`src/design/sp_isa_pkg.sv`:
```
package sp_isa_pkg;

	parameter int OPC_W = 11;
	parameter int IMM_W = 18;
	parameter int FMT_W = 3;

	typedef enum logic [FMT_W-1:0] {
		FMT_RR   = 3'd0,
		FMT_RRR  = 3'd1,
		FMT_RI8  = 3'd3,
		FMT_RI10 = 3'd4
	} sp_format_e;

	typedef enum logic [3:0] {
		OP_NONE,
		OP_MPY,
		OP_MPYU,
		OP_MPYH,
		OP_MPYA,
		OP_MPYI,
		OP_MPYUI,
		OP_FCEQ,
		OP_FCGT
	} sp_op_e;

	typedef logic [0:OPC_W-1] opcode_t;
	typedef logic [0:IMM_W-1] imm_t;

	parameter logic [0:10] OPC_MPY  = 11'b01111000100;
	parameter logic [0:10] OPC_MPYU = 11'b01111001100;
	parameter logic [0:10] OPC_MPYH = 11'b01111000101;
	parameter logic [0:10] OPC_FCEQ = 11'b01111000010;
	parameter logic [0:10] OPC_FCGT = 11'b01011000010;

	parameter logic [0:3] OPC_MPYA = 4'b1100;   // Matched against opcode bits 7..10

	parameter logic [0:7] OPC_MPYI  = 8'b01110100;   // Matched against opcode bits 3..10
	parameter logic [0:7] OPC_MPYUI = 8'b01110101;

	function automatic logic is_int_op(input sp_op_e kind);
		return kind inside {OP_MPY, OP_MPYU, OP_MPYH, OP_MPYA, OP_MPYI, OP_MPYUI};
	endfunction

endpackage

```
`src/design/sp_decode.sv`:
```
`timescale 1ns/100ps

module sp_decode (
	input  sp_isa_pkg::opcode_t    op,
	input  logic [sp_isa_pkg::FMT_W-1:0] format,
	input  logic                   branch_taken,
	output sp_isa_pkg::sp_op_e     op_kind
);

	logic is_nop;

	assign is_nop = (format == sp_isa_pkg::FMT_RR) && (op[0:9] == '0);

	always_comb begin
		op_kind = sp_isa_pkg::OP_NONE;
		if (!is_nop && !branch_taken) begin
			case (format)
				sp_isa_pkg::FMT_RR: begin
					case (op)
						sp_isa_pkg::OPC_MPY:  op_kind = sp_isa_pkg::OP_MPY;
						sp_isa_pkg::OPC_MPYU: op_kind = sp_isa_pkg::OP_MPYU;
						sp_isa_pkg::OPC_MPYH: op_kind = sp_isa_pkg::OP_MPYH;
						sp_isa_pkg::OPC_FCEQ: op_kind = sp_isa_pkg::OP_FCEQ;
						sp_isa_pkg::OPC_FCGT: op_kind = sp_isa_pkg::OP_FCGT;
						default:              op_kind = sp_isa_pkg::OP_NONE;
					endcase
				end
				sp_isa_pkg::FMT_RRR: begin
					if (op[7:10] == sp_isa_pkg::OPC_MPYA) begin
						op_kind = sp_isa_pkg::OP_MPYA;
					end
				end
				sp_isa_pkg::FMT_RI8: begin
					op_kind = sp_isa_pkg::OP_NONE;   // Only float conversions live here
				end
				sp_isa_pkg::FMT_RI10: begin
					case (op[3:10])
						sp_isa_pkg::OPC_MPYI:  op_kind = sp_isa_pkg::OP_MPYI;
						sp_isa_pkg::OPC_MPYUI: op_kind = sp_isa_pkg::OP_MPYUI;
						default:               op_kind = sp_isa_pkg::OP_NONE;
					endcase
				end
				default: begin
					op_kind = sp_isa_pkg::OP_NONE;
				end
			endcase
		end
	end

	op_kind_legal_a: assert final (op_kind inside {
		sp_isa_pkg::OP_NONE, sp_isa_pkg::OP_MPY, sp_isa_pkg::OP_MPYU,
		sp_isa_pkg::OP_MPYH, sp_isa_pkg::OP_MPYA, sp_isa_pkg::OP_MPYI,
		sp_isa_pkg::OP_MPYUI, sp_isa_pkg::OP_FCEQ, sp_isa_pkg::OP_FCGT
	});

endmodule

```
`config.mk`:
```
export PLATFORM = sky130hd
export DESIGN_NAME = sp_decode
export DESIGN_NICKNAME = d
export VERILOG_FILES = /design/src/design/sp_isa_pkg.sv /design/src/design/sp_decode.sv
export SDC_FILE = /design/constraint.sdc
export NUM_CORES = 1
export LEC_CHECK = 0
export ABC_AREA = 1
export BUFFER_PORTS_ARGS = -buffer_cell sky130_fd_sc_hd__buf_2
export CORE_AREA = 2 2 39 41
export DETAILED_ROUTE_END_ITERATION = 10
export DIE_AREA = 0 0 41 43
export PLACE_DENSITY = 0.6
export SYNTH_ARGS = -nofsm -noshare
export SYNTH_HDL_FRONTEND = slang
export SYNTH_SLANG_ARGS = --single-unit
```
`constraint.sdc`:
```
create_clock -name vclk -period 1.83
set_clock_uncertainty 0.1 [all_clocks]
set_input_delay 0.183 -clock vclk [all_inputs]
set_output_delay 0.183 -clock vclk [all_outputs]
set_load 0.05 [all_outputs]
```
Yosys cells after proc, flatten, opt, wreduce, memory -nomap -nowiden
Index checks and enable logic that the tools add are counted.
- register bits after elaboration: 0
- output and inout bits: 4
- logic and storage cells: 21
- equal/unequal tests: 10
- muxes and demuxes: 5
- reductions and logical operators: 6
- operators with widths (operator ; count):
    $eq A11 B10 Y1 const B ; 5
    $pmux W4 S5 ; 1
    $eq A8 B7 Y1 const B ; 2
    $pmux W4 S3 ; 1
    $logic_not A10 Y1 ; 1
    $pmux W3 S2 ; 1
    $eq A4 B4 Y1 const B ; 1
    $mux W4 ; 1
    $eq A3 B1 Y1 const B ; 1
    $eq A3 B3 Y1 const B ; 1
    $logic_not A3 Y1 ; 1
    $mux W3 ; 1
    $logic_and A1 B1 Y1 ; 2
    $logic_not A1 Y1 ; 2

Longest topological paths before layout
- depth in word-level cells: 5
- mapped depth: 8
- depth with buffers taken out: 8

Worst setup path before layout
Ideal clock, no wire load.
- path type: input port to output port
- start point: input port op[4]
- end point: output port op_kind[0]
- data arrival time: 1.330 ns
- required time: 1.547 ns
- slack: 0.217 ns
- stages on the path: 7
- path through: inv_1 nand2_1 nor2_1 nand2_1 nor2_2 nand2_1 a21oi_1
- cells in the longest elaborated chain, start to end: 5
- elaborated cells on any way between the ends: 15
- RTL lines (what ; RTL line ; RTL):
    start: declaration ; sp_decode.sv:4 ; input sp_isa_pkg::opcode_t op,
    branches (longest 4 deep; another with $eq A11 B10 Y1) ; -- ;
    $mux W4 (*) ; sp_decode.sv:16 ; if (!is_nop && !branch_taken) begin
    end: declaration ; sp_decode.sv:7 ; output sp_isa_pkg::sp_op_e op_kind
Every way passes the cells marked *.

Final worst setup path
- start point: input port op[1]
- end point: output port op_kind[2]
Same word-level chain as after synthesis.

==> results.toml <==
[placement]
place_congestion = 0.7908
dp_hpwl_um = 737.1
port_buffers = 19

[drt]
post_drt_wl_per_cell_um = 7.144
num_vias = 464
wl_um = 793
drtIter0Drc = 4
viasPerCell = 4.180
drc = 0
dr.pass1.iters = 2
postRouteAntennaNets = 0

[synth]
postSynthAreaPerCell_um2 = 4.363
synth_fp_nets = 91
syn_inst = 76
synth_top_area_frac = 0.2604
ys_seq_area_frac = 0
synth_top_area_cell = "nand2_1"
ys_types = 12
synth.area.top_cells = "nand2_1 (26%), nor2_1 (20%), inv_1 (14%), nor2_2 (9.4%), nand3_1 (9.1%)"
synth_warnings = 0
syn_area_um2 = 331.6

[die]
core_mm2 = 0.001384
fp.dieArea_mm2 = 0.001763
initial_utilization = 0.2396
die_x_um = 41
rows = 14
pin_count = 19
die-height_um = 43

[global_route]
grt_pass1_wl_mm = 1.386
grt_max_degree = 5
grt_overflow = 0
antenna_found_initial = 0
track_usage = 0.1039
grt_pass1_vias = 396

[run_status]
status = "completed"

[cells_and_area]
fin_nets = 112
drive_gt1_frac = 0.3263
seq_cell_count = 0
clock_buffers = 0
regArea_um2 = 0
layout_commonest_cell = "nand2_1"
area_growth_syn_to_layout_pct = 34.72
diodes = 0
layout_common_cells = "nand2_1 (23), buf_2 (19), nor2_1 (18), inv_1 (12), nand3_1 (6)"

[worst_setup_path]
cp.depth = 9
max_stage_delay_ns = 0.26
arrival_ns = 1.13
crit_chain = "buf_2 > nor2_2 > inv_2 > nor2_1 > nand3_1 > nand2_1 > nor2_1 > nor2_2 > buf_2"
worstSetupPathType = "input port to output port"
cp-endpoint = "op_kind[2]"
required_ns = 1.55
cp_slowest_cell = "buf_2"
critPathLaunchType = "input port"
path_max_fanout = 4
cp-startpoint = "op[1]"
crit_path_end_kind = "output port"
crit_family = "simple AND/OR/NAND/NOR gates"
critPathBufInv = 3

[timing]
fmax_mhz = 706.2
slew_violations = 0
slew_headroom = 0.8360
finalHoldViolations = 0
setup_viol = 0
rsz0062_at_grt = "no"
max_slew.worst_pin.slew_ns = 0.2476
period_share = 0.7738
final.min_clock_period_ns = 1.416
setup_tns_ns = 0

[pwr]
finalPower_uw = 62.15
powerDensity_mw_per_mm2 = 139.1
ir_worst_vdd_v = 0.00005299
p_leak_nw = 0.2630

[clock_network]
cts_setup_buffers = 0
ctsResizeCount = 0
cts_hold_buf = 0

[flow_run]
maxCapViolCount = 0

[hold_path]
hp-class = "input port to output port"
[synth_stat cells (all sizes together)]
master and n:
a21oi 3, inv 15, nand2 25, nand3 7, nand4 1, nor2 24
nor3 1
[final cells by class]
type | count | area (um^2)
fill | 168 | 937.1
tap | 16 | 20.02
inverter | 15 | 56.30
timing repair buffer | 19 | 95.09
multi-input combinational | 61 | 275.3
[report_power, final]
| group | switching [mW] | leakage, nW | total, mW | internal (mW) |
|---|---|---|---|---|
| clock | 0 | 0 | 0 | 0 |
| combinational | 0.0373 | 0.263 | 0.0621 | 0.0248 |
| sequential | 0 | 0 | 0 | 0 |
| total | 0.0373 | 0.263 | 0.0621 | 0.0248 |
[metrics by stage]
stage          instance area (um^2)  cells  hold slack [ns]    util  worst slack, ns
4_1_cts                       446.7    111           0.6875  0.3228           0.3886
3_3_place_gp                  446.7    111           0.6853  0.3228           0.3913
2_1_floorplan                 331.6     76           0.4906       -           0.2173
3_5_place_dp                  446.7    111           0.6857  0.3228           0.3890
5_1_grt                       446.7    111           0.7210  0.3228           0.2750
6_report                      446.7    111           0.6822  0.3228           0.4139
[tightest hold or removal path, delay by kind of cell]
family                 cells  cell delay (ns)
buffers and inverters      3             0.32
and+or+nand+nor            2             0.10
[how the worst min path moves through the flow]
stage                       startpoint    endpoint  slack, ns  depth (start not counted)
after floorplan              format[1]  op_kind[2]       0.49                          3
after global placement    branch_taken  op_kind[3]       0.69                          5
after detailed placement  branch_taken  op_kind[3]       0.69                          5
after CTS                 branch_taken  op_kind[3]       0.69                          5
after global routing             op[9]  op_kind[3]       0.72                          4
final                     branch_taken  op_kind[3]       0.68                          5
[layer usage]
layer  GRT usage  share of wire  up-vias
met5           0              0        -
met4           0              0        0
met2      0.1813           0.47       12
met1      0.1456           0.47      185
met3           0          0.066        0
li1            -              -      267
[cell families (layout without fill, tap and decap cells)]
group	count (synthesis)	in the layout	synth area share
AO/OA/AOI/OAI	3	3	0.04527
AND/OR/NAND/NOR	58	58	0.7849
buffers and inverters	15	34	0.1698
Note: power is estimated with default switching activity, not from simulation.
