## config.mk

```make
export PLATFORM = sky130hd
export DESIGN_NAME = sp_raw_hazard
export DESIGN_NICKNAME = d
export VERILOG_FILES = /design/src/design/sp_pipe_pkg.sv /design/src/design/sp_raw_hazard.sv
export SDC_FILE = /design/constraint.sdc
export NUM_CORES = 1
export LEC_CHECK = 0
export ABC_AREA = 1
export BUFFER_PORTS_ARGS = -buffer_cell sky130_fd_sc_hd__buf_4
export CORE_MARGIN = 2
export CORE_UTILIZATION = 40
export DETAILED_ROUTE_END_ITERATION = 7
export GPL_TIMING_DRIVEN = 0
export PLACE_DENSITY = 0.69
export SLEW_MARGIN = 0
export SYNTH_ARGS = -nofsm -noshare
export SYNTH_HDL_FRONTEND = slang
export SYNTH_SLANG_ARGS = --single-unit
```

## constraint.sdc

```tcl
create_clock -name vclk -period 1
set_input_delay 0.1 -clock vclk [all_inputs]
set_output_delay 0.1 -clock vclk [all_outputs]
set_load 0.01 [all_outputs]
```

## src/design/sp_pipe_pkg.sv

```systemverilog
package sp_pipe_pkg;

	parameter int LANE_W = 32;
	parameter int LANES  = 4;
	parameter int VEC_W  = LANE_W * LANES;
	parameter int ADDR_W = 7;

	// Big-endian numbering, lane 0 is bits 0..31
	typedef logic [0:VEC_W-1] vec_t;
	typedef logic [0:ADDR_W-1] reg_addr_t;

	parameter int PIPE_DEPTH = 7;
	parameter int FP_TAP = 5;         // Floating results leave one stage early
	parameter int HAZARD_DEPTH = 6;

endpackage

```

## src/design/sp_raw_hazard.sv

```systemverilog
`timescale 1ns/100ps

module sp_raw_hazard #(
	parameter int HAZARD_DEPTH = sp_pipe_pkg::HAZARD_DEPTH
) (
	input  logic                   clk,
	input  logic                   reset,
	input  sp_pipe_pkg::reg_addr_t rt_addr,
	input  logic                   reg_write,
	input  sp_pipe_pkg::reg_addr_t [HAZARD_DEPTH-1:0] stage_addr,
	input  logic [HAZARD_DEPTH-1:0] stage_write,
	input  sp_pipe_pkg::reg_addr_t ra_addr,
	input  sp_pipe_pkg::reg_addr_t rb_addr,
	input  sp_pipe_pkg::reg_addr_t rc_addr,
	input  logic                   ra_valid,
	input  logic                   rb_valid,
	input  logic                   rc_valid,
	output logic                   stall
);

	logic [HAZARD_DEPTH:0] hit;   // Top bit is the instruction now issuing

	function automatic logic is_read(input sp_pipe_pkg::reg_addr_t addr);
		return (ra_valid && addr == ra_addr) ||
			(rb_valid && addr == rb_addr) ||
			(rc_valid && addr == rc_addr);
	endfunction

	always_comb begin
		hit[HAZARD_DEPTH] = reg_write && is_read(rt_addr);
		for (int i = 0; i < HAZARD_DEPTH; i++) begin
			hit[i] = stage_write[i] && is_read(stage_addr[i]);
		end
	end

	assign stall = !reset && (|hit);

	no_stall_in_reset_a: assert property (@(posedge clk) reset |-> !stall);

endmodule

```

* Yosys cells after proc, flatten, opt, wreduce, memory -nomap -nowiden
Index checks and enable logic that the tools add are counted.
** Word-level totals
- Flip-flop bits (word level) :: 0
- Output and inout port bits :: 1
** Operators by class
- Equality and inequality tests :: 21
- Reduce and logical (&&, ||, !) cells :: 45
** Operators by type and width (number)
- $eq A7 B7 Y1 :: 21
- $logic_and A1 B1 Y1 :: 29
- $logic_or A1 B1 Y1 :: 14
- $reduce_or A7 Y1 :: 1
- $logic_not A1 Y1 :: 1

* Depth between registers and ports, before layout
- Word-level depth :: 7
- Mapped depth :: 13

* Worst setup path after synthesis
Ideal clock, no wire load.
- Kind :: input to output
- From :: input rc_addr[0]
- To :: output stall
- Data arrival time :: 0.980 ns
- Setup slack :: -0.080 ns
- Stages on the path :: 11
- Buffers on the path :: 1
- Path through :: buf_2 inv_2 a21oi_1 nand2_1 nor2_1 nand2_1 nand3_2 nand2_1 nand2_1 nor2_1 a21oi_2
** On the way
- Longest elaborated chain between the ends :: 6
** Ends and longest elaborated chain
- from (decl) :: RTL line sp_raw_hazard.sv:14 : input sp_pipe_pkg::reg_addr_t rc_addr,
- $eq A7 B7 Y1 :: RTL line sp_raw_hazard.sv:26 : (rc_valid && addr == rc_addr);
- $logic_and A1 B1 Y1 :: RTL line sp_raw_hazard.sv:26
- $logic_or A1 B1 Y1 :: RTL line sp_raw_hazard.sv:25 : (rb_valid && addr == rb_addr) ||
- $logic_and A1 B1 Y1, on equally long branches :: RTL line sp_raw_hazard.sv:32, sp_raw_hazard.sv:30
- $reduce_or A7 Y1 * :: RTL line sp_raw_hazard.sv:36 : assign stall = !reset && (|hit);
- $logic_and A1 B1 Y1 * :: RTL line sp_raw_hazard.sv:36
- to (decl) :: RTL line sp_raw_hazard.sv:18 : output logic stall
Every way passes the cells marked *; elsewhere a longest branch is shown, timed or not.

* Final worst setup path
- From :: input ra_addr[0]
- To :: output stall
** On the way
- Longest elaborated chain between the ends :: 7
** Ends and longest elaborated chain
- from (decl) :: RTL line sp_raw_hazard.sv:12 : input sp_pipe_pkg::reg_addr_t ra_addr,
- $eq A7 B7 Y1 :: RTL line sp_raw_hazard.sv:24 : return (ra_valid && addr == ra_addr) ||
- $logic_and A1 B1 Y1 :: RTL line sp_raw_hazard.sv:24
- $logic_or A1 B1 Y1 :: RTL line sp_raw_hazard.sv:24
- $logic_or A1 B1 Y1 :: RTL line sp_raw_hazard.sv:25
- $logic_and A1 B1 Y1, on equally long branches :: RTL line sp_raw_hazard.sv:32, sp_raw_hazard.sv:30
- $reduce_or A7 Y1 * :: RTL line sp_raw_hazard.sv:36
- $logic_and A1 B1 Y1 * :: RTL line sp_raw_hazard.sv:36
Marks and branches as above.

==> out/metrics.yaml <==
synthesis:
  synth_xor_area_share_pct: 11.2
  synthesis.nets: 660
  synth_top_family_by_area: "simple AND/OR/NAND/NOR gates"
  yosys-mux-area-fraction_pct: 0
  synth.area.top_cells: "nand2_1 48%, inv_1 11%, xnor2_1 11%, nor2_1 6.7%, nand3_1 5.2%"
  syn_inst: 578
  syn-cell-area_sq_mm: 0.00251
  yosys.cell_types.count: 17
  synth_compound_area_share_pct: 6.88
  netlist.area_leader.share_pct: 47.7
  ys_seq_area_share_pct: 0
  synthAdderAreaFrac_pct: 0
  yosys_warnings: 0
  synth_top_area_cell: "nand2_1"
  syn_avg_cell_area_sq_um: 4.34
  synthSimpleGateAreaFrac_pct: 63.2
detailed_routing:
  wl_per_cell_um: 14.4
  drtIter0Drc: 381
  drt_drc_violations_left: 0
  postRouteAntennaNets: 0
  vias_per_cell: 5.03
  routed_wl_um: 10400
  vias: 3614
  drt_first_pass_iters: 5
flow_run:
  drv_cap: 0
global_route:
  met1_usage_pct: 43.0
  busiest_layer: "met2"
  globalRouteOverflowTotal: 0
  antenna_found_initial: 0
  grt_pass1_vias: 3169
  use_met3_pct: 2.88
  grt_start_max_net_pins: 10
  grt_pass1_wl_um: 16600
  track_usage_pct: 29.3
  grtUsageMet2_pct: 47.8
min_path:
  hp-class: "in -> out"
pwr:
  leakage_nw: 1.95
  irDropWorstVdd_v: 0.000234
  power.total_mw: 1.44
  powerDensity_mw_per_mm2: 441
worst_setup_path:
  timing.critical_path.mode_cell: "nand2_1"
  crit_required_ns: 0.90
  cp-start-kind: "input pin"
  worstSetupPathType: "in -> out"
  cp_num_buf_inv: 4
  critPathMaxFanout: 8
  cp_cell_sequence: "buf_4, inv_2, nand2_1, nand2_1, inv_1, nand2_1, nor2_1, nand2_1, nand3_2, nand2_1, nand2_2, nor2_2, a21oi_2, buf_4"
  crit_family: "simple AND/OR/NAND/NOR gates"
  cp_slowest_stage_delay_ns: 0.15
  critPathCaptureType: "output port"
  crit_slowest_cell: "buf_4"
  crit_arrival_ns: 1.30
layout:
  diodes: 0
  final_nets: 728
  fin_area_sq_mm: 0.00326
  seq_cells: 0
  fin_util_pct: 54.5
  final_cells: 719
  layout-drive-gt1-share_pct: 19.1
  nClkBuffers: 0
  seq_area_sq_um: 0
  area_delta_synth_final_pct: 30.0
die:
  die_h_um: 83.2
  fp.coreArea_sq_mm: 0.00599
  dieArea_sq_mm: 0.00693
  start_util_pct: 41.9
  die_width_um: 83.2
  rows: 28
  ios: 83
place:
  io_buffers: 64
  place_area_sq_mm: 0.00319
  place_inst: 717
  gp_congestion: 0.944
  pre_cts_slack_ns: -0.445
  hpwl_um: 8540
sta:
  final-hold-violation-count: 0
  finalSetupViolCount: 1
  period_needed_ns: 1.40
  fmax_mhz: 713
  fin_crit_sh_pct: 140
  rsz0062_at_grt: "true"
  worstMarginPinSlew_ns: 0.353
  drv_slew: 0
  fin_ws_ns: -0.403
  max-slew-margin-rel_pct: 76.3
status:
  status: "complete, but fails checks"
  violations: "setup timing"
cts:
  ctsHoldBuffers: 0
==> final cells by class <==
type	count	area [sq um]
Fill cell	683	2730
Multi-Input combinational cell	465	2090
Buffer	18	195
Tap cell	75	93.8
Inverter	95	390
Timing Repair Buffer	66	495
==> layer usage <==
layer	share of wire, %	vias to the layer above
li1	-	1848
met2	44	194
met4	0.87	0
met5	0	-
met1	46	1561
met3	9.6	11
==> per-stage QoR <==
stage / TNS (ns) / hold slack, ns
global route: -0.499 / 0.446
finish: -0.403 / 0.433
CTS: -0.437 / 0.434
floorplan: -0.0329 / 0.226
global placement: -0.454 / 0.435
detailed placement: -0.445 / 0.434
==> Yosys cell counts <==
cell and count:
a21oi_1 18, nand4_1 11, nor2_1 45, nand2_1 319
nand3_1 26, buf_4 10, inv_2 15, xnor2_1 32
nor3_1 1, nand3_2 1, o211ai_1 8, or2_0 1
a21oi_2 2, clkinv_1 4, o21ai_0 1, inv_1 76
buf_2 8
==> worst min-delay path, delay by kind of cell <==
kind / cells / cell delay [ns]
buffers and inverters: 2 / 0.21
AOI/OAI and AO/OA: 1 / 0.02
==> repair_timing <==
item,in CTS,in global routing
pin swaps,1,4
buffers inserted,0,2
resized for setup,6,11
endpoints found under the setup margin,1,1
==> where the power goes <==
part	switching, mW	leakage, nW	total (mW)	internal [mW]
Combinational	0.846	1.95	1.44	0.593
Clock	0	0	0	0
Sequential	0	0	0	0
==> cells by family (layout without fill, tap and decap cells) <==
| logic type | count (synthesis) | after routing |
|---|---|---|
| AO/OA/AOI/OAI | 29 | 29 |
| XOR/XNOR | 32 | 32 |
| buffers and inverters | 113 | 179 |
| AND/OR/NAND/NOR | 404 | 404 |
==> worst paths after layout <==
check	start	endpoint	depth (start not counted)
min	reset	stall	3
max	ra_addr[0]	stall	14
==> cell usage in the layout (no fill, tap or decap) <==
master      netlist  final
inv_4             0     10
xnor2_1          32     32
buf_6             0     12
o21ai_0           1      1
a21oi_1          18     10
a21oi_2           2     10
clkinv_1          4      4
inv_2            15     10
nor2_2            0      3
or2_0             1      1
inv_1            76     69
nand2_1         319    318
nand4_1          11     11
buf_8             0      2
inv_6             0      1
nor3_1            1      1
nand3_1          26     24
buf_4            10     70
nand3_2           1      3
o211ai_1          8      8
clkinvlp_4        0      1
nand2_2           0      1
nor2_1           45     42
Note: power is estimated with default switching activity, not from simulation.
