### config.mk
export PLATFORM = sky130hd
export DESIGN_NAME = sp_int_mult
export DESIGN_NICKNAME = d
export VERILOG_FILES = /design/src/design/sp_isa_pkg.sv /design/src/design/sp_pipe_pkg.sv /design/src/design/sp_int_mult.sv
export SDC_FILE = /design/constraint.sdc
export NUM_CORES = 2
export LEC_CHECK = 0
export BUFFER_PORTS_ARGS = -buffer_cell sky130_fd_sc_hd__buf_2
export CAP_MARGIN = 40
export CORE_MARGIN = 5
export CORE_UTILIZATION = 58
export DETAILED_ROUTE_END_ITERATION = 7
export PLACE_DENSITY_LB_ADDON = 0.1
export SYNTH_ARGS = -nofsm -noshare
export SYNTH_HDL_FRONTEND = slang
export SYNTH_SLANG_ARGS = --single-unit
### constraint.sdc
create_clock -name vclk -period 21
set_input_delay 3.15 -clock vclk [all_inputs]
set_output_delay 3.15 -clock vclk [all_outputs]
set_load 0.02 [all_outputs]
### src/design/sp_isa_pkg.sv
package sp_isa_pkg;

	parameter int OPC_W = 11;
	parameter int IMM_W = 18;
	parameter int FMT_W = 3;

	typedef enum logic [FMT_W-1:0] {
		FMT_RR   = 3'd0,
		FMT_RRR  = 3'd1,
		FMT_RI8  = 3'd3,
		FMT_RI10 = 3'd4
	} sp_format_e;

	typedef enum logic [3:0] {
		OP_NONE,
		OP_MPY,
		OP_MPYU,
		OP_MPYH,
		OP_MPYA,
		OP_MPYI,
		OP_MPYUI,
		OP_FCEQ,
		OP_FCGT
	} sp_op_e;

	typedef logic [0:OPC_W-1] opcode_t;
	typedef logic [0:IMM_W-1] imm_t;

	parameter logic [0:10] OPC_MPY  = 11'b01111000100;
	parameter logic [0:10] OPC_MPYU = 11'b01111001100;
	parameter logic [0:10] OPC_MPYH = 11'b01111000101;
	parameter logic [0:10] OPC_FCEQ = 11'b01111000010;
	parameter logic [0:10] OPC_FCGT = 11'b01011000010;

	parameter logic [0:3] OPC_MPYA = 4'b1100;   // Matched against opcode bits 7..10

	parameter logic [0:7] OPC_MPYI  = 8'b01110100;   // Matched against opcode bits 3..10
	parameter logic [0:7] OPC_MPYUI = 8'b01110101;

	function automatic logic is_int_op(input sp_op_e kind);
		return kind inside {OP_MPY, OP_MPYU, OP_MPYH, OP_MPYA, OP_MPYI, OP_MPYUI};
	endfunction

endpackage

### src/design/sp_pipe_pkg.sv
package sp_pipe_pkg;

	parameter int LANE_W = 32;
	parameter int LANES  = 4;
	parameter int VEC_W  = LANE_W * LANES;
	parameter int ADDR_W = 7;

	// Big-endian numbering, lane 0 is bits 0..31
	typedef logic [0:VEC_W-1] vec_t;
	typedef logic [0:ADDR_W-1] reg_addr_t;

	parameter int PIPE_DEPTH = 7;
	parameter int FP_TAP = 5;         // Floating results leave one stage early
	parameter int HAZARD_DEPTH = 6;

endpackage

### src/design/sp_int_mult.sv
`timescale 1ns/100ps

module sp_int_mult (
	input  sp_isa_pkg::sp_op_e op_kind,
	input  sp_pipe_pkg::vec_t  ra,
	input  sp_pipe_pkg::vec_t  rb,
	input  sp_pipe_pkg::vec_t  rc,
	input  sp_isa_pkg::imm_t   imm,
	output sp_pipe_pkg::vec_t  result
);

	localparam int W = sp_pipe_pkg::LANE_W;
	localparam int HALF_W = W / 2;

	logic [HALF_W-1:0] imm_half;
	logic              use_imm;

	assign imm_half = {{(HALF_W - 10){imm[8]}}, imm[8:17]};   // I10 field, sign-extended
	assign use_imm = (op_kind == sp_isa_pkg::OP_MPYI) || (op_kind == sp_isa_pkg::OP_MPYUI);

	for (genvar i = 0; i < sp_pipe_pkg::LANES; i++) begin : g_lane
		logic [HALF_W-1:0]   a_sel;
		logic [HALF_W-1:0]   b_sel;
		logic signed [W-1:0] prod_s;
		logic [W-1:0]        prod_u;
		logic [W-1:0]        lane_res;

		always_comb begin
			if (op_kind == sp_isa_pkg::OP_MPYH) begin
				a_sel = ra[i*W +: HALF_W];               // High halfword of ra
			end else begin
				a_sel = ra[i*W+HALF_W +: HALF_W];
			end
			b_sel = use_imm ? imm_half : rb[i*W+HALF_W +: HALF_W];
			prod_s = $signed(a_sel) * $signed(b_sel);
			prod_u = a_sel * b_sel;

			case (op_kind)
				sp_isa_pkg::OP_MPY,
				sp_isa_pkg::OP_MPYI:  lane_res = prod_s;
				sp_isa_pkg::OP_MPYU,
				sp_isa_pkg::OP_MPYUI: lane_res = prod_u;
				sp_isa_pkg::OP_MPYH:  lane_res = prod_s << HALF_W;
				sp_isa_pkg::OP_MPYA:  lane_res = prod_s + rc[i*W +: W];   // Wraps
				default:              lane_res = '0;
			endcase
		end

		assign result[i*W +: W] = lane_res;
	end

endmodule

### Word-level counts from Yosys, hierarchy flattened

Cells that the tools add are included.

| word-level totals | value |
|---|---|
| word-level logic and storage cells | 33 |
| bits of input ports | 406 |
| flip-flop bits (word level) | 0 |
| output and inout bits | 128 |

| operators by class | value |
|---|---|
| reduce and logical (&&, ||, !) cells | 3 |
| equal/unequal tests | 6 |
| $mul | 8 |
| muxes and demuxes | 12 |
| add/subtract/negate cells | 4 |

Operator list:

| cell | count |
|---|---|
| 32-bit one-hot mux with 4 select lines | 4 |
| 16-bit by 16-bit multiplier with 32-bit output | 8 |
| 32-bit adder | 4 |
| 16-bit 2-to-1 mux | 8 |
| 4-bit by 3-bit == test with 1-bit output (second input constant) | 3 |
| 4-bit by 2-bit == test with 1-bit output (second input constant) | 2 |
| 4-bit by 1-bit == test with 1-bit output (second input constant) | 1 |
| 2-bit OR reduction | 2 |
| 1-bit logical OR | 1 |

### Longest topological paths before layout

| depth | value |
|---|---|
| depth after elaboration | 6 |
| mapped depth | 45 |
| mapped depth without buffers | 41 |

### Worst setup path before layout

No wires, ideal clock.

| timing | value |
|---|---|
| path kind | input port to output port |
| start point | in op_kind[0] |
| end point | out result[127] |
| path slack | 5.496 ns |
| data arrival time | 12.354 ns |
| buffers on the path | 4 |
| stages on the path | 40 |
| data required time | 17.850 ns |
| path through | clkbuf_1 or3b_2 buf_2 nand2_1 nand2_1 clkbuf_1 a21oi_1 clkbuf_1 nor2_1 fa_1 inv_1 fa_1 inv_1 fa_1 inv_1 fa_1 fa_1 fa_1 (+4 left out) or2_2 a31oi_1 nand2b_1 o21ai_0 and2_1 a21o_1 xor2_1 ha_1 nand2_1 nand4_1 a2111oi_2 a211oi_2 a41o_1 or4_1 a31oi_2 xnor2_1 xnor2_1 o211ai_2 |

| on the way | value |
|---|---|
| longest elaborated chain between the ends | 6 |
| elaborated cells between the ends (all ways) | 15 |
| classes of those cells | add/sub: 1; mul: 2; eq/ne: 6; mux: 3; reduce/logical: 3 |

RTL lines:

| element | line | text |
|---|---|---|
| start, declared | sp_int_mult.sv:4 | `input sp_isa_pkg::sp_op_e op_kind,` |
| 4-bit by 3-bit == test with 1-bit output | sp_int_mult.sv:19, sp_int_mult.sv:38 |  |
| 1-bit logical OR | sp_int_mult.sv:19 | `assign use_imm = (op_kind == sp_isa_pkg::OP_MPYI) \|\| (op_kind == sp_isa_pkg::OP_MPYUI);` |
| 16-bit 2-to-1 mux | sp_int_mult.sv:34 | `b_sel = use_imm ? imm_half : rb[i*W+HALF_W +: HALF_W];` |
| 16-bit by 16-bit multiplier with 32-bit output | sp_int_mult.sv:35 | `prod_s = $signed(a_sel) * $signed(b_sel);` |
| 32-bit adder | sp_int_mult.sv:44 | `sp_isa_pkg::OP_MPYA: lane_res = prod_s + rc[i*W +: W];` |
| 32-bit one-hot mux with 4 select lines * | sp_int_mult.sv:38 | `case (op_kind)` |
| end, declared | sp_int_mult.sv:9 | `output sp_pipe_pkg::vec_t result` |

Every way passes the cells marked *; elsewhere a longest branch is shown, timed or not.

### Final worst setup path

| timing | value |
|---|---|
| start point | in op_kind[0] |
| end point | out result[60] |

The elaborated chain is that of the path after synthesis.

==> flow_metrics.tcl <==
set metrics [dict create \
    dr.pass1.iters 8 \
    syn-mean-instance-area_sq_um 8.38 \
    fin_tns_setup_ns 0 \
    grt_use_total_pct 38.7 \
    layout_min_cycle_time_ns 18.67 \
    crit_fanout 28 \
    routed_wl_microns 234000 \
    slew_viol_final 0 \
    initial_core_util_pct 58.6 \
    nNetsFinal 10800 \
    ys_top_cells_by_area "fa_1 44%, ha_1 14%, inv_1 10%" \
    timing.final.crit_share_pct 88.9 \
    outcome "complete, no violations" \
    arrival_ns 15.52 \
    fp-row-count 123 \
    worst_pin_slew_ns 0.991 \
    ys_seq_area_share_pct 0 \
    hpwlAfterDp_microns 204000 \
    synthCells 7892 \
    slew_headroom_pct 32.9 \
    antenna_found_initial 34 \
    drv_cap 0 \
    critical_path_class "in -> out" \
    synth.distinct_cells 90 \
    gp_congestion 1.04 \
    critPathRequiredTime_ns 17.85 \
    portBuffers 462 \
    first_global_vias 59400 \
    synth_top_area_share_pct 44.5 \
    critical_path.top_delay_family "simple AND/OR/NAND/NOR gates" \
    slowest_stage "o311ai_1" \
    drtAntennaViolNets 0 \
    crit_buf_inv 6 \
    grt_max_degree 59 \
    setup.worst_path.start "op_kind[0]" \
    cp_common_cell "fa_1" \
    wl_per_cell_microns 24.0 \
    min_path_type "in -> out" \
    hold_violations 0 \
    drive_gt1_share_pct 7.67 \
    seqCellArea_sq_um 0 \
    overflow 0 \
    clkbuf_count 0 \
    synth_largest_area_cell "fa_1" \
    hold_buffers 0 \
    holdPathStages 4 \
    cpPeakStageDelay_ns 0.86 \
    detail_route.vias_per_cell 5.87 \
    area_growth_syn_to_layout_pct 6.39 \
    cts_resized 0 \
    end_kind "output pin" \
    max_clock_freq_mhz 53.6 \
    synth_nets 10500 \
    crit_end "result[60]" \
    yosysWarnings 0 \
    setup_violations 0 \
    grt_pass1_wl_microns 356000 \
    initialDrtViolationCount 4598 \
    start_kind "input port" \
    synth_area_sq_um 66100 \
    dr_total_vias 57200 \
    cp_num_cells 37 \
    boundaryPins 534 \
    die_height_microns 348 \
    cts_setup_buffers 0 \
    core-area_sq_um 113000 \
    die-width_microns 348 \
    dieArea_sq_um 121000 \
    seq_cells 0 \
    rsz0062_at_grt "no" \
    drc 0 \
]
## cells in the mapped netlist, drive strengths merged, types with 12 or more instances
cell type  instances
buf               43
o21a              48
xnor2            230
and2              78
a221o             14
a21o             157
o31ai             17
fa              1468
ha               732
a21oi            363
clkbuf           169
a31oi             26
nor2b             40
inv             1801
nand3             47
o21ai            244
a22oi             47
a2111oi           12
o221ai            22
a221oi            18
nand4             23
nand2           1066
and3              31
or2               30
o211ai            20
o22ai             19
a211oi            30
nand2b            88
a222oi            14
o21bai            41
xor2             112
nor2             629
nor3              43
## worst min path at each step
stage	startpoint	end
after floorplan	rc[63]	result[63]
after global placement	rc[64]	result[64]
after detailed placement	rc[64]	result[64]
after CTS	rc[64]	result[64]
after global routing	rc[96]	result[96]
final	rc[64]	result[64]
## kinds of logic (layout without fill, tap and decap cells)
logic type | Yosys count | in the layout | share of synthesized area (%)
and+or+nand+nor | 2122 | 2122 | 13.6
buffers and inverters | 2013 | 2349 | 11.4
other | 0 | 22 | 0
xor gates and xnor gates | 342 | 342 | 4.53
adders and majority gates | 2200 | 2200 | 58.3
AOI/OAI and AO/OA | 1203 | 1203 | 11.9
muxes | 12 | 12 | 0.184
## cell type report
type               instances  area [sq um]
multi-input cells       5879         58600
fillers                10300         42500
inverters               1801          6760
repair buffers           548          3010
well taps               1500          1880
diodes                    22          55.1
## stage by stage
stage | area, sq um | hold WS (ns) | cells | worst slack (ns) | utilization, %
5_1_grt | 70300 | 6.79 | 9731 | 1.89 | 62.3
3_3_place_gp | 70000 | 6.76 | 9702 | 2.86 | 62.1
6_report | 70300 | 6.77 | 9750 | 2.33 | 62.4
3_5_place_dp | 70300 | 6.77 | 9728 | 2.67 | 62.3
2_1_floorplan | 66100 | 6.63 | 7892 | 5.50 | -
4_1_cts | 70300 | 6.77 | 9728 | 2.69 | 62.3
## per-layer routing
| layer | up-vias | routed length (microns) | global-route usage (%) |
|---|---|---|---|
| li1 | 25200 | - | - |
| met2 | 2987 | 103000 | 60.4 |
| met5 | - | 161 | 0 |
| met4 | 24 | 14000 | 17.1 |
| met3 | 616 | 27300 | 10.8 |
| met1 | 28400 | 89200 | 50.7 |
## cells in the final DEF (no fill, tap or decap), types with 14 or more instances in the layout
cell      count
o22ai_1      19
o31ai_1      17
a21o_1      155
nand2b_1     88
a222oi_1     14
nand2_1    1062
o221ai_1     22
diode_2      22
xnor2_1     230
a221o_1      14
a31oi_1      25
buf_2       468
fa_1       1468
xor2_1      112
buf_4        73
a22oi_1      47
or2_2        30
nor3_1       41
nor2b_1      40
nor2_1      629
o211ai_1     19
a211oi_1     25
a21oi_1     355
nand3_1      47
o21ai_0     228
o21a_1       48
ha_1        732
o21bai_1     41
and2_1       77
and3_1       30
inv_1      1801
nand4_1      23
a221oi_1     17
o21ai_1      16
## worst min-delay path, stage by stage
cell and delay (ns):
buf_2 0.08, ha_1 0.12, a22o_1 0.12, buf_2 0.15
Power is not shown: default switching activity piles up to over one toggle a cycle in this logic, so the estimate is an artifact.
