## config.mk

```make
export PLATFORM = sky130hd
export DESIGN_NAME = sp_result_pipe
export DESIGN_NICKNAME = d
export VERILOG_FILES = /design/src/design/sp_isa_pkg.sv /design/src/design/sp_pipe_pkg.sv /design/src/design/sp_result_pipe.sv
export SDC_FILE = /design/constraint.sdc
export NUM_CORES = 1
export LEC_CHECK = 0
export CORE_MARGIN = 5
export CORE_UTILIZATION = 25
export CTS_CLUSTER_SIZE = 12
export DETAILED_ROUTE_END_ITERATION = 10
export DONT_BUFFER_PORTS = 1
export GPL_ROUTABILITY_DRIVEN = 0
export SLEW_MARGIN = 20
export SYNTH_ARGS = -nofsm -noshare
export SYNTH_HDL_FRONTEND = slang
export SYNTH_SLANG_ARGS = --single-unit
```

## constraint.sdc

```tcl
create_clock -name clk -period 1.5 [get_ports clk]
set_clock_uncertainty 0.2 [all_clocks]
set_input_delay 0 -clock clk [delete_from_list [all_inputs] [get_ports clk]]
set_output_delay 0 -clock clk [all_outputs]
set_load 0.01 [all_outputs]
```

## src/design/sp_isa_pkg.sv

```systemverilog
package sp_isa_pkg;

	parameter int OPC_W = 11;
	parameter int IMM_W = 18;
	parameter int FMT_W = 3;

	typedef enum logic [FMT_W-1:0] {
		FMT_RR   = 3'd0,
		FMT_RRR  = 3'd1,
		FMT_RI8  = 3'd3,
		FMT_RI10 = 3'd4
	} sp_format_e;

	typedef enum logic [3:0] {
		OP_NONE,
		OP_MPY,
		OP_MPYU,
		OP_MPYH,
		OP_MPYA,
		OP_MPYI,
		OP_MPYUI,
		OP_FCEQ,
		OP_FCGT
	} sp_op_e;

	typedef logic [0:OPC_W-1] opcode_t;
	typedef logic [0:IMM_W-1] imm_t;

	parameter logic [0:10] OPC_MPY  = 11'b01111000100;
	parameter logic [0:10] OPC_MPYU = 11'b01111001100;
	parameter logic [0:10] OPC_MPYH = 11'b01111000101;
	parameter logic [0:10] OPC_FCEQ = 11'b01111000010;
	parameter logic [0:10] OPC_FCGT = 11'b01011000010;

	parameter logic [0:3] OPC_MPYA = 4'b1100;   // Matched against opcode bits 7..10

	parameter logic [0:7] OPC_MPYI  = 8'b01110100;   // Matched against opcode bits 3..10
	parameter logic [0:7] OPC_MPYUI = 8'b01110101;

	function automatic logic is_int_op(input sp_op_e kind);
		return kind inside {OP_MPY, OP_MPYU, OP_MPYH, OP_MPYA, OP_MPYI, OP_MPYUI};
	endfunction

endpackage

```

## src/design/sp_pipe_pkg.sv

```systemverilog
package sp_pipe_pkg;

	parameter int LANE_W = 32;
	parameter int LANES  = 4;
	parameter int VEC_W  = LANE_W * LANES;
	parameter int ADDR_W = 7;

	// Big-endian numbering, lane 0 is bits 0..31
	typedef logic [0:VEC_W-1] vec_t;
	typedef logic [0:ADDR_W-1] reg_addr_t;

	parameter int PIPE_DEPTH = 7;
	parameter int FP_TAP = 5;         // Floating results leave one stage early
	parameter int HAZARD_DEPTH = 6;

endpackage

```

## src/design/sp_result_pipe.sv

```systemverilog
`timescale 1ns/100ps

module sp_result_pipe #(
	parameter int PIPE_DEPTH   = sp_pipe_pkg::PIPE_DEPTH,
	parameter int FP_TAP       = sp_pipe_pkg::FP_TAP,
	parameter int HAZARD_DEPTH = sp_pipe_pkg::HAZARD_DEPTH
) (
	input  logic                   clk,
	input  logic                   reset,
	input  sp_isa_pkg::sp_op_e     op_kind,
	input  sp_pipe_pkg::vec_t      int_result,
	input  sp_pipe_pkg::vec_t      fp_result,
	input  sp_pipe_pkg::reg_addr_t rt_addr,
	input  logic                   reg_write,
	output sp_pipe_pkg::vec_t      rt_wb,
	output sp_pipe_pkg::reg_addr_t rt_addr_wb,
	output logic                   reg_write_wb,
	output sp_pipe_pkg::vec_t      rt_int,
	output sp_pipe_pkg::reg_addr_t rt_addr_int,
	output logic                   reg_write_int,
	output sp_pipe_pkg::reg_addr_t [HAZARD_DEPTH-1:0] stage_addr,
	output logic [HAZARD_DEPTH-1:0] stage_write
);

	localparam int LAST = PIPE_DEPTH - 1;

	sp_pipe_pkg::vec_t      data_q [PIPE_DEPTH];
	sp_pipe_pkg::reg_addr_t addr_q [PIPE_DEPTH];
	logic [PIPE_DEPTH-1:0]  write_q;
	logic [PIPE_DEPTH-1:0]  int_q;
	logic                   is_int;

	assign is_int = sp_isa_pkg::is_int_op(op_kind);

	always_ff @(posedge clk) begin
		if (reset) begin
			for (int i = 0; i < PIPE_DEPTH; i++) begin
				data_q[i] <= '0;
				addr_q[i] <= '0;
			end
			write_q <= '0;
			int_q <= '0;
		end else begin
			for (int i = 1; i < PIPE_DEPTH; i++) begin
				data_q[i] <= data_q[i-1];
				addr_q[i] <= addr_q[i-1];
				write_q[i] <= write_q[i-1];
				int_q[i] <= int_q[i-1];
			end
			if (op_kind == sp_isa_pkg::OP_NONE) begin   // Killed entry
				data_q[0] <= '0;
				addr_q[0] <= '0;
				write_q[0] <= 1'b0;
				int_q[0] <= 1'b0;
			end else begin
				data_q[0] <= is_int ? int_result : fp_result;
				addr_q[0] <= rt_addr;
				write_q[0] <= reg_write;
				int_q[0] <= is_int;
			end
		end
	end

	always_comb begin
		rt_wb = '0;
		rt_addr_wb = '0;
		reg_write_wb = 1'b0;
		if (!int_q[FP_TAP]) begin
			rt_wb = data_q[FP_TAP];
			rt_addr_wb = addr_q[FP_TAP];
			reg_write_wb = write_q[FP_TAP];
		end

		rt_int = '0;
		rt_addr_int = '0;
		reg_write_int = 1'b0;
		if (int_q[LAST]) begin
			rt_int = data_q[LAST];
			rt_addr_int = addr_q[LAST];
			reg_write_int = write_q[LAST];
		end
	end

	always_comb begin
		for (int i = 0; i < HAZARD_DEPTH; i++) begin
			stage_addr[i] = addr_q[i];
		end
	end

	assign stage_write = write_q[HAZARD_DEPTH-1:0];

	// An entry written back early must not write again at the integer tap
	single_writeback_a: assert property (@(posedge clk) disable iff (reset)
		reg_write_wb |-> ##(LAST - FP_TAP) !reg_write_int);

endmodule

```

==> impl_metrics.yaml, run 1 <==
die:
  die_w_um: 368
  initial_utilization_pct: 25.1
  top_level_ports: 590
  die_h_um: 368
  rows: 131
synthesis:
  synth_edf_count: 128
  synth_top_area_share_pct: 51.9
  synthSimpleGateAreaFrac_pct: 23.2
  syn_inst: 2808
  async_reset_ff_share_pct: 0
  synth_compound_area_share_pct: 10.0
  synth_ff_type: "dfxtp_1"
  synthXorXnorAreaFrac_pct: 0
  ys_warn_count: 0
  yosys.area.top_type: "dfxtp_1"
  yosysMostFrequentCell: "nor2b_1"
  synth_seq_cells: 959
  synth-adder-area-share_pct: 0
  synth.distinct_cells: 20
  synthMuxAreaShare_pct: 0
  syn_area_um2: 32000
  synth_common_cells: "nor2b_1, dfxtp_1, clkbuf_1"
  syn_area_per_cell_um2: 11.4
  yosysSeqAreaShare_pct: 63.9
  synth_top_family_by_area: "simple AND/OR/NAND/NOR gates"
  synth.area.top_cells: "dfxtp_1, nor2b_1, edfxtp_1"
cts:
  cts_made_buffers: 105
  clockBufferDepth: 3
  post_cts_resize_count: 252
  root_buffer: "clkbuf_16"
  h-tree-depth: 3
  postCtsHoldBufs: 926
  cts_num_sinks: 959
  post_cts.repair.setup_buffers: 6
placed_design:
  portBuffers: 0
  dpl.hpwl_um: 51500
  pre_cts_ws_ns: -0.502
  placed_area_um2: 34300
  dp_cells: 4419
status:
  status: "aborted with a tool error"
  firstError: "[ERROR RSZ-0060] Max buffer count reached."
  haltStage: "4_1_cts"
-- stage by stage --
stage / setup TNS [ns] / hold slack, ns
global placement: -33.48 / -0.0803
detailed placement: -50.87 / -0.0795
floorplan: 0 / -0.0783
-- cells by family after synthesis --
logic type / count (synthesis)
AO/OA/AOI/OAI: 384
buffers and inverters: 227
flip-flops: 959
other: 1
AND/OR/NAND/NOR: 1237
==> inputs of run 2 (changes only) <==
--- a/config.mk
+++ b/config.mk
@@ -6,11 +6,11 @@
 export NUM_CORES = 1
 export LEC_CHECK = 0
 export CORE_MARGIN = 5
-export CORE_UTILIZATION = 25
-export CTS_CLUSTER_SIZE = 12
+export CORE_UTILIZATION = 20
 export DETAILED_ROUTE_END_ITERATION = 10
 export DONT_BUFFER_PORTS = 1
 export GPL_ROUTABILITY_DRIVEN = 0
+export PLACE_DENSITY_LB_ADDON = 0.15
 export SLEW_MARGIN = 20
 export SYNTH_ARGS = -nofsm -noshare
 export SYNTH_HDL_FRONTEND = slang
==> impl_metrics.yaml, run 2 <==
status:
  status: "finished, violations left"
  violations: "negative hold slack, negative setup slack"
synthesis:
  synth_common_cells: "nor2b_1, dfxtp_1, clkbuf_1"
  ys_warn_count: 0
  syn_area_um2: 32000
  yosysMostFrequentCell: "nor2b_1"
  synth_edf_count: 128
  synth_ff_type: "dfxtp_1"
  syn_inst: 2808
  synth_seq_cells: 959
  async_reset_ff_share_pct: 0
  syn_area_per_cell_um2: 11.4
  synth.distinct_cells: 20
  synth_top_area_share_pct: 51.9
  yosys.area.top_type: "dfxtp_1"
  synth.area.top_cells: "dfxtp_1, nor2b_1, edfxtp_1"
  yosysSeqAreaShare_pct: 63.9
die:
  initial_utilization_pct: 20.2
  die_w_um: 410
  top_level_ports: 590
  die_h_um: 410
  coreArea_um2: 159000
  rows: 146
  die_area_um2: 168000
pwr:
  cellPowerDensity_nw_per_um2: 1160
  p_leak_nw: 21.3
  peakVddDrop_uv: 906
  p_total_mw: 60.0
setup_path:
  reg2reg_depth: 2
  worst_ep_arrival_time_ns: 1.75
  worstSetupPathType: "flip-flop to output pin"
  crit_fanout: 7
  worst_setup_path_end_kind: "output pin"
  start_kind: "flip-flop"
  required_ns: 1.30
global_route:
  grt_pass1_vias: 23500
  grt_usage_pct: 11.9
  antenna_found_initial: 14
  grt_pass1_wl_um: 152000
  grt_max_degree: 825
  gr-total-overflow: 0
finish:
  final_area_um2: 51500
  area_growth_syn_to_layout_pct: 60.9
  drive_gt1_share_pct: 15.0
  largest_register_ffs: 896
  fillers: 16200
  reg_top3: "data_q: 896 flops, addr_q: 49 flops"
  regMostFlops: "data_q"
  seq_area_um2: 20500
  multi_input_area_um2: 12400
  layout_common_cells: "dlygate4sd3_1, dfxtp_1, nor2b_1"
  nets: 4218
  layout_commonest_cell: "dlygate4sd3_1"
  fin_util_pct: 32.5
placed_design:
  portBuffers: 0
  placed_area_um2: 34900
  dpl.hpwl_um: 60700
sta:
  rsz0062_at_grt: "true"
  tightestPinTransition_ns: 0.827
  whs_ns: -0.831
  period_minus_slack_ns: 1.95
  finalSetupViolations: 295
  worst_slack_ns: -0.452
  max_freq_mhz: 512
  maxSlewViolCount: 0
  post-route-period-util_pct: 130
  slew_headroom_pct: 44.7
  hold_viol_final: 127
route:
  vias: 23800
  drcViolationCount: 0
  vias_per_cell: 3.89
  wl_um: 110000
  wire_per_inst_um: 18.0
  drt_pre_antenna_iters: 5
  initialDrtViolationCount: 968
  drtAntennaViolNets: 0
cts:
  root_buffer: "clkbuf_16"
  cts.reportedPaths.clkPinSlew_ns: 0.06
  cts_made_buffers: 113
  cts_num_sinks: 959
  cts_tree: "built"
  clockBufferDepth: 3
  clk_latency_ns: 0.71
  h-tree-depth: 3
worst_hold_path:
  holdPathStages: 1
  holdCritPathClass: "input port to flip-flop"
flow_run:
  drv_cap: 0
run 2: layout make-up:
type	instances	share of cell area [%]
repair buffers	1124	23.5
diodes	10	0.0485
well taps	2072	5.03
clock inverters	34	0.971
inverters	1	0.0170
clock buffers	171	6.61
flip-flops and latches	959	39.7
multi-input cells	1749	24.1
run 2: cells by family after synthesis:
family / after synthesis / share of synthesized area (%)
flops: 959 / 63.9
simple gates: 1237 / 23.2
buf+inv: 227 / 2.92
compound gates: 384 / 10.0
other cells: 1 / 0.0117
run 2: where the power goes:
group,total [mW],internal (mW),switching (mW)
sequential,27.4,27.1,0.330
clock,28.4,16.9,11.5
combinational,4.15,2.45,1.70
run 2: metrics by stage:
stage               setup TNS [ns]  worst slack, ns  cells
floorplan                        0            0.140   2935
global placement                 0          0.00346   4841
detailed placement               0           0.0388   4841
CTS                        -126.28           -0.556   6007
global route               -127.50           -0.564   6115
finish                      -97.26           -0.452   6120
run 2: repair_timing:
action,4_1_cts,5_1_grt
setup buffers,15,10
endpoints found under the setup margin,272,548
gates cloned,16,13
endpoints found under the hold margin,959,268
resized for setup,351,119
pin swaps,2,7
hold buffers,930,83
run 2: path summary, 6_finish.rpt:
check	from	end	slack, ns
max reg2reg	data_q[0][119]	data_q[0][247]	0.04
min reg2reg	data_q[0][639]	data_q[0][767]	0.23
min	reset	data_q[0][776]	-0.83
max	int_q[5]	rt_wb[89]	-0.45
run 2: critical path, cell delays in order (launching register included):
cell and delay (ns):
dfxtp_4 0.43, buf_12 0.19, buf_16 0.18, nor2b_1 0.06, buf_4 0.17
run 2: per-layer routing:
metal	wire length [µm]	vias to the layer above	global-route usage, %
li1	-	11400	-
met5	29	-	0
met4	3690	4	4.86
met2	51400	506	19.6
met1	48700	11700	14.8
met3	6280	191	3.26
No activity file was read; power rests on OpenSTA's default activity.
==> inputs of run 3 (changes only) <==
--- a/config.mk
+++ b/config.mk
@@ -5,7 +5,6 @@
 export SDC_FILE = /design/constraint.sdc
 export NUM_CORES = 1
 export LEC_CHECK = 0
-export CORE_MARGIN = 5
 export CORE_UTILIZATION = 20
 export DETAILED_ROUTE_END_ITERATION = 10
 export DONT_BUFFER_PORTS = 1
==> impl_metrics.yaml, run 3 <==
synthesis:
  syn_area_per_cell_um2: 11.4
  synth_seq_cells: 959
  synth_ff_type: "dfxtp_1"
  synth.distinct_cells: 20
  syn_inst: 2808
  async_reset_ff_share_pct: 0
  yosysSeqAreaShare_pct: 63.9
  yosys.area.top_type: "dfxtp_1"
  synth_top_area_share_pct: 51.9
  syn_area_um2: 32000
  synth.area.top_cells: "dfxtp_1, nor2b_1, edfxtp_1"
  synth_edf_count: 128
  synth_common_cells: "nor2b_1, dfxtp_1, clkbuf_1"
  ys_warn_count: 0
  yosysMostFrequentCell: "nor2b_1"
status:
  haltStage: "4_1_cts"
  firstError: "[ERROR RSZ-0060] Max buffer count reached."
  status: "aborted with a tool error"
die:
  rows: 146
  top_level_ports: 590
  die_h_um: 402
  initial_utilization_pct: 20.2
  die_w_um: 402
placed_design:
  dpl.hpwl_um: 59200
  placed_area_um2: 35100
  portBuffers: 0
cts:
  h-tree-depth: 3
  cts_made_buffers: 115
  cts_num_sinks: 959
  postCtsHoldBufs: 1017
  post_cts.repair.setup_buffers: 1
  root_buffer: "clkbuf_16"
  clockBufferDepth: 3
  post_cts_resize_count: 113
run 3: cell counts after synthesis:
No cell type changed its count.
run 3: logic make-up after synthesis:
kind of cell           after synthesis  share of synthesized area [%]
buffers and inverters              227                           2.92
and+or+nand+nor                   1237                           23.2
other                                1                         0.0117
AOI/OAI and AO/OA                  384                           10.0
DFF                                959                           63.9
run 3: through the flow:
| stage | worst slack, ns | TNS, ns | utilization, % | cells | hold slack [ns] |
|---|---|---|---|---|---|
| global placement | -0.512 | -55.07 | 22.1 | 4860 | -0.0754 |
| floorplan | 0.140 | 0 | - | 2935 | -0.0783 |
| detailed placement | -0.478 | -49.61 | 22.1 | 4860 | -0.0753 |
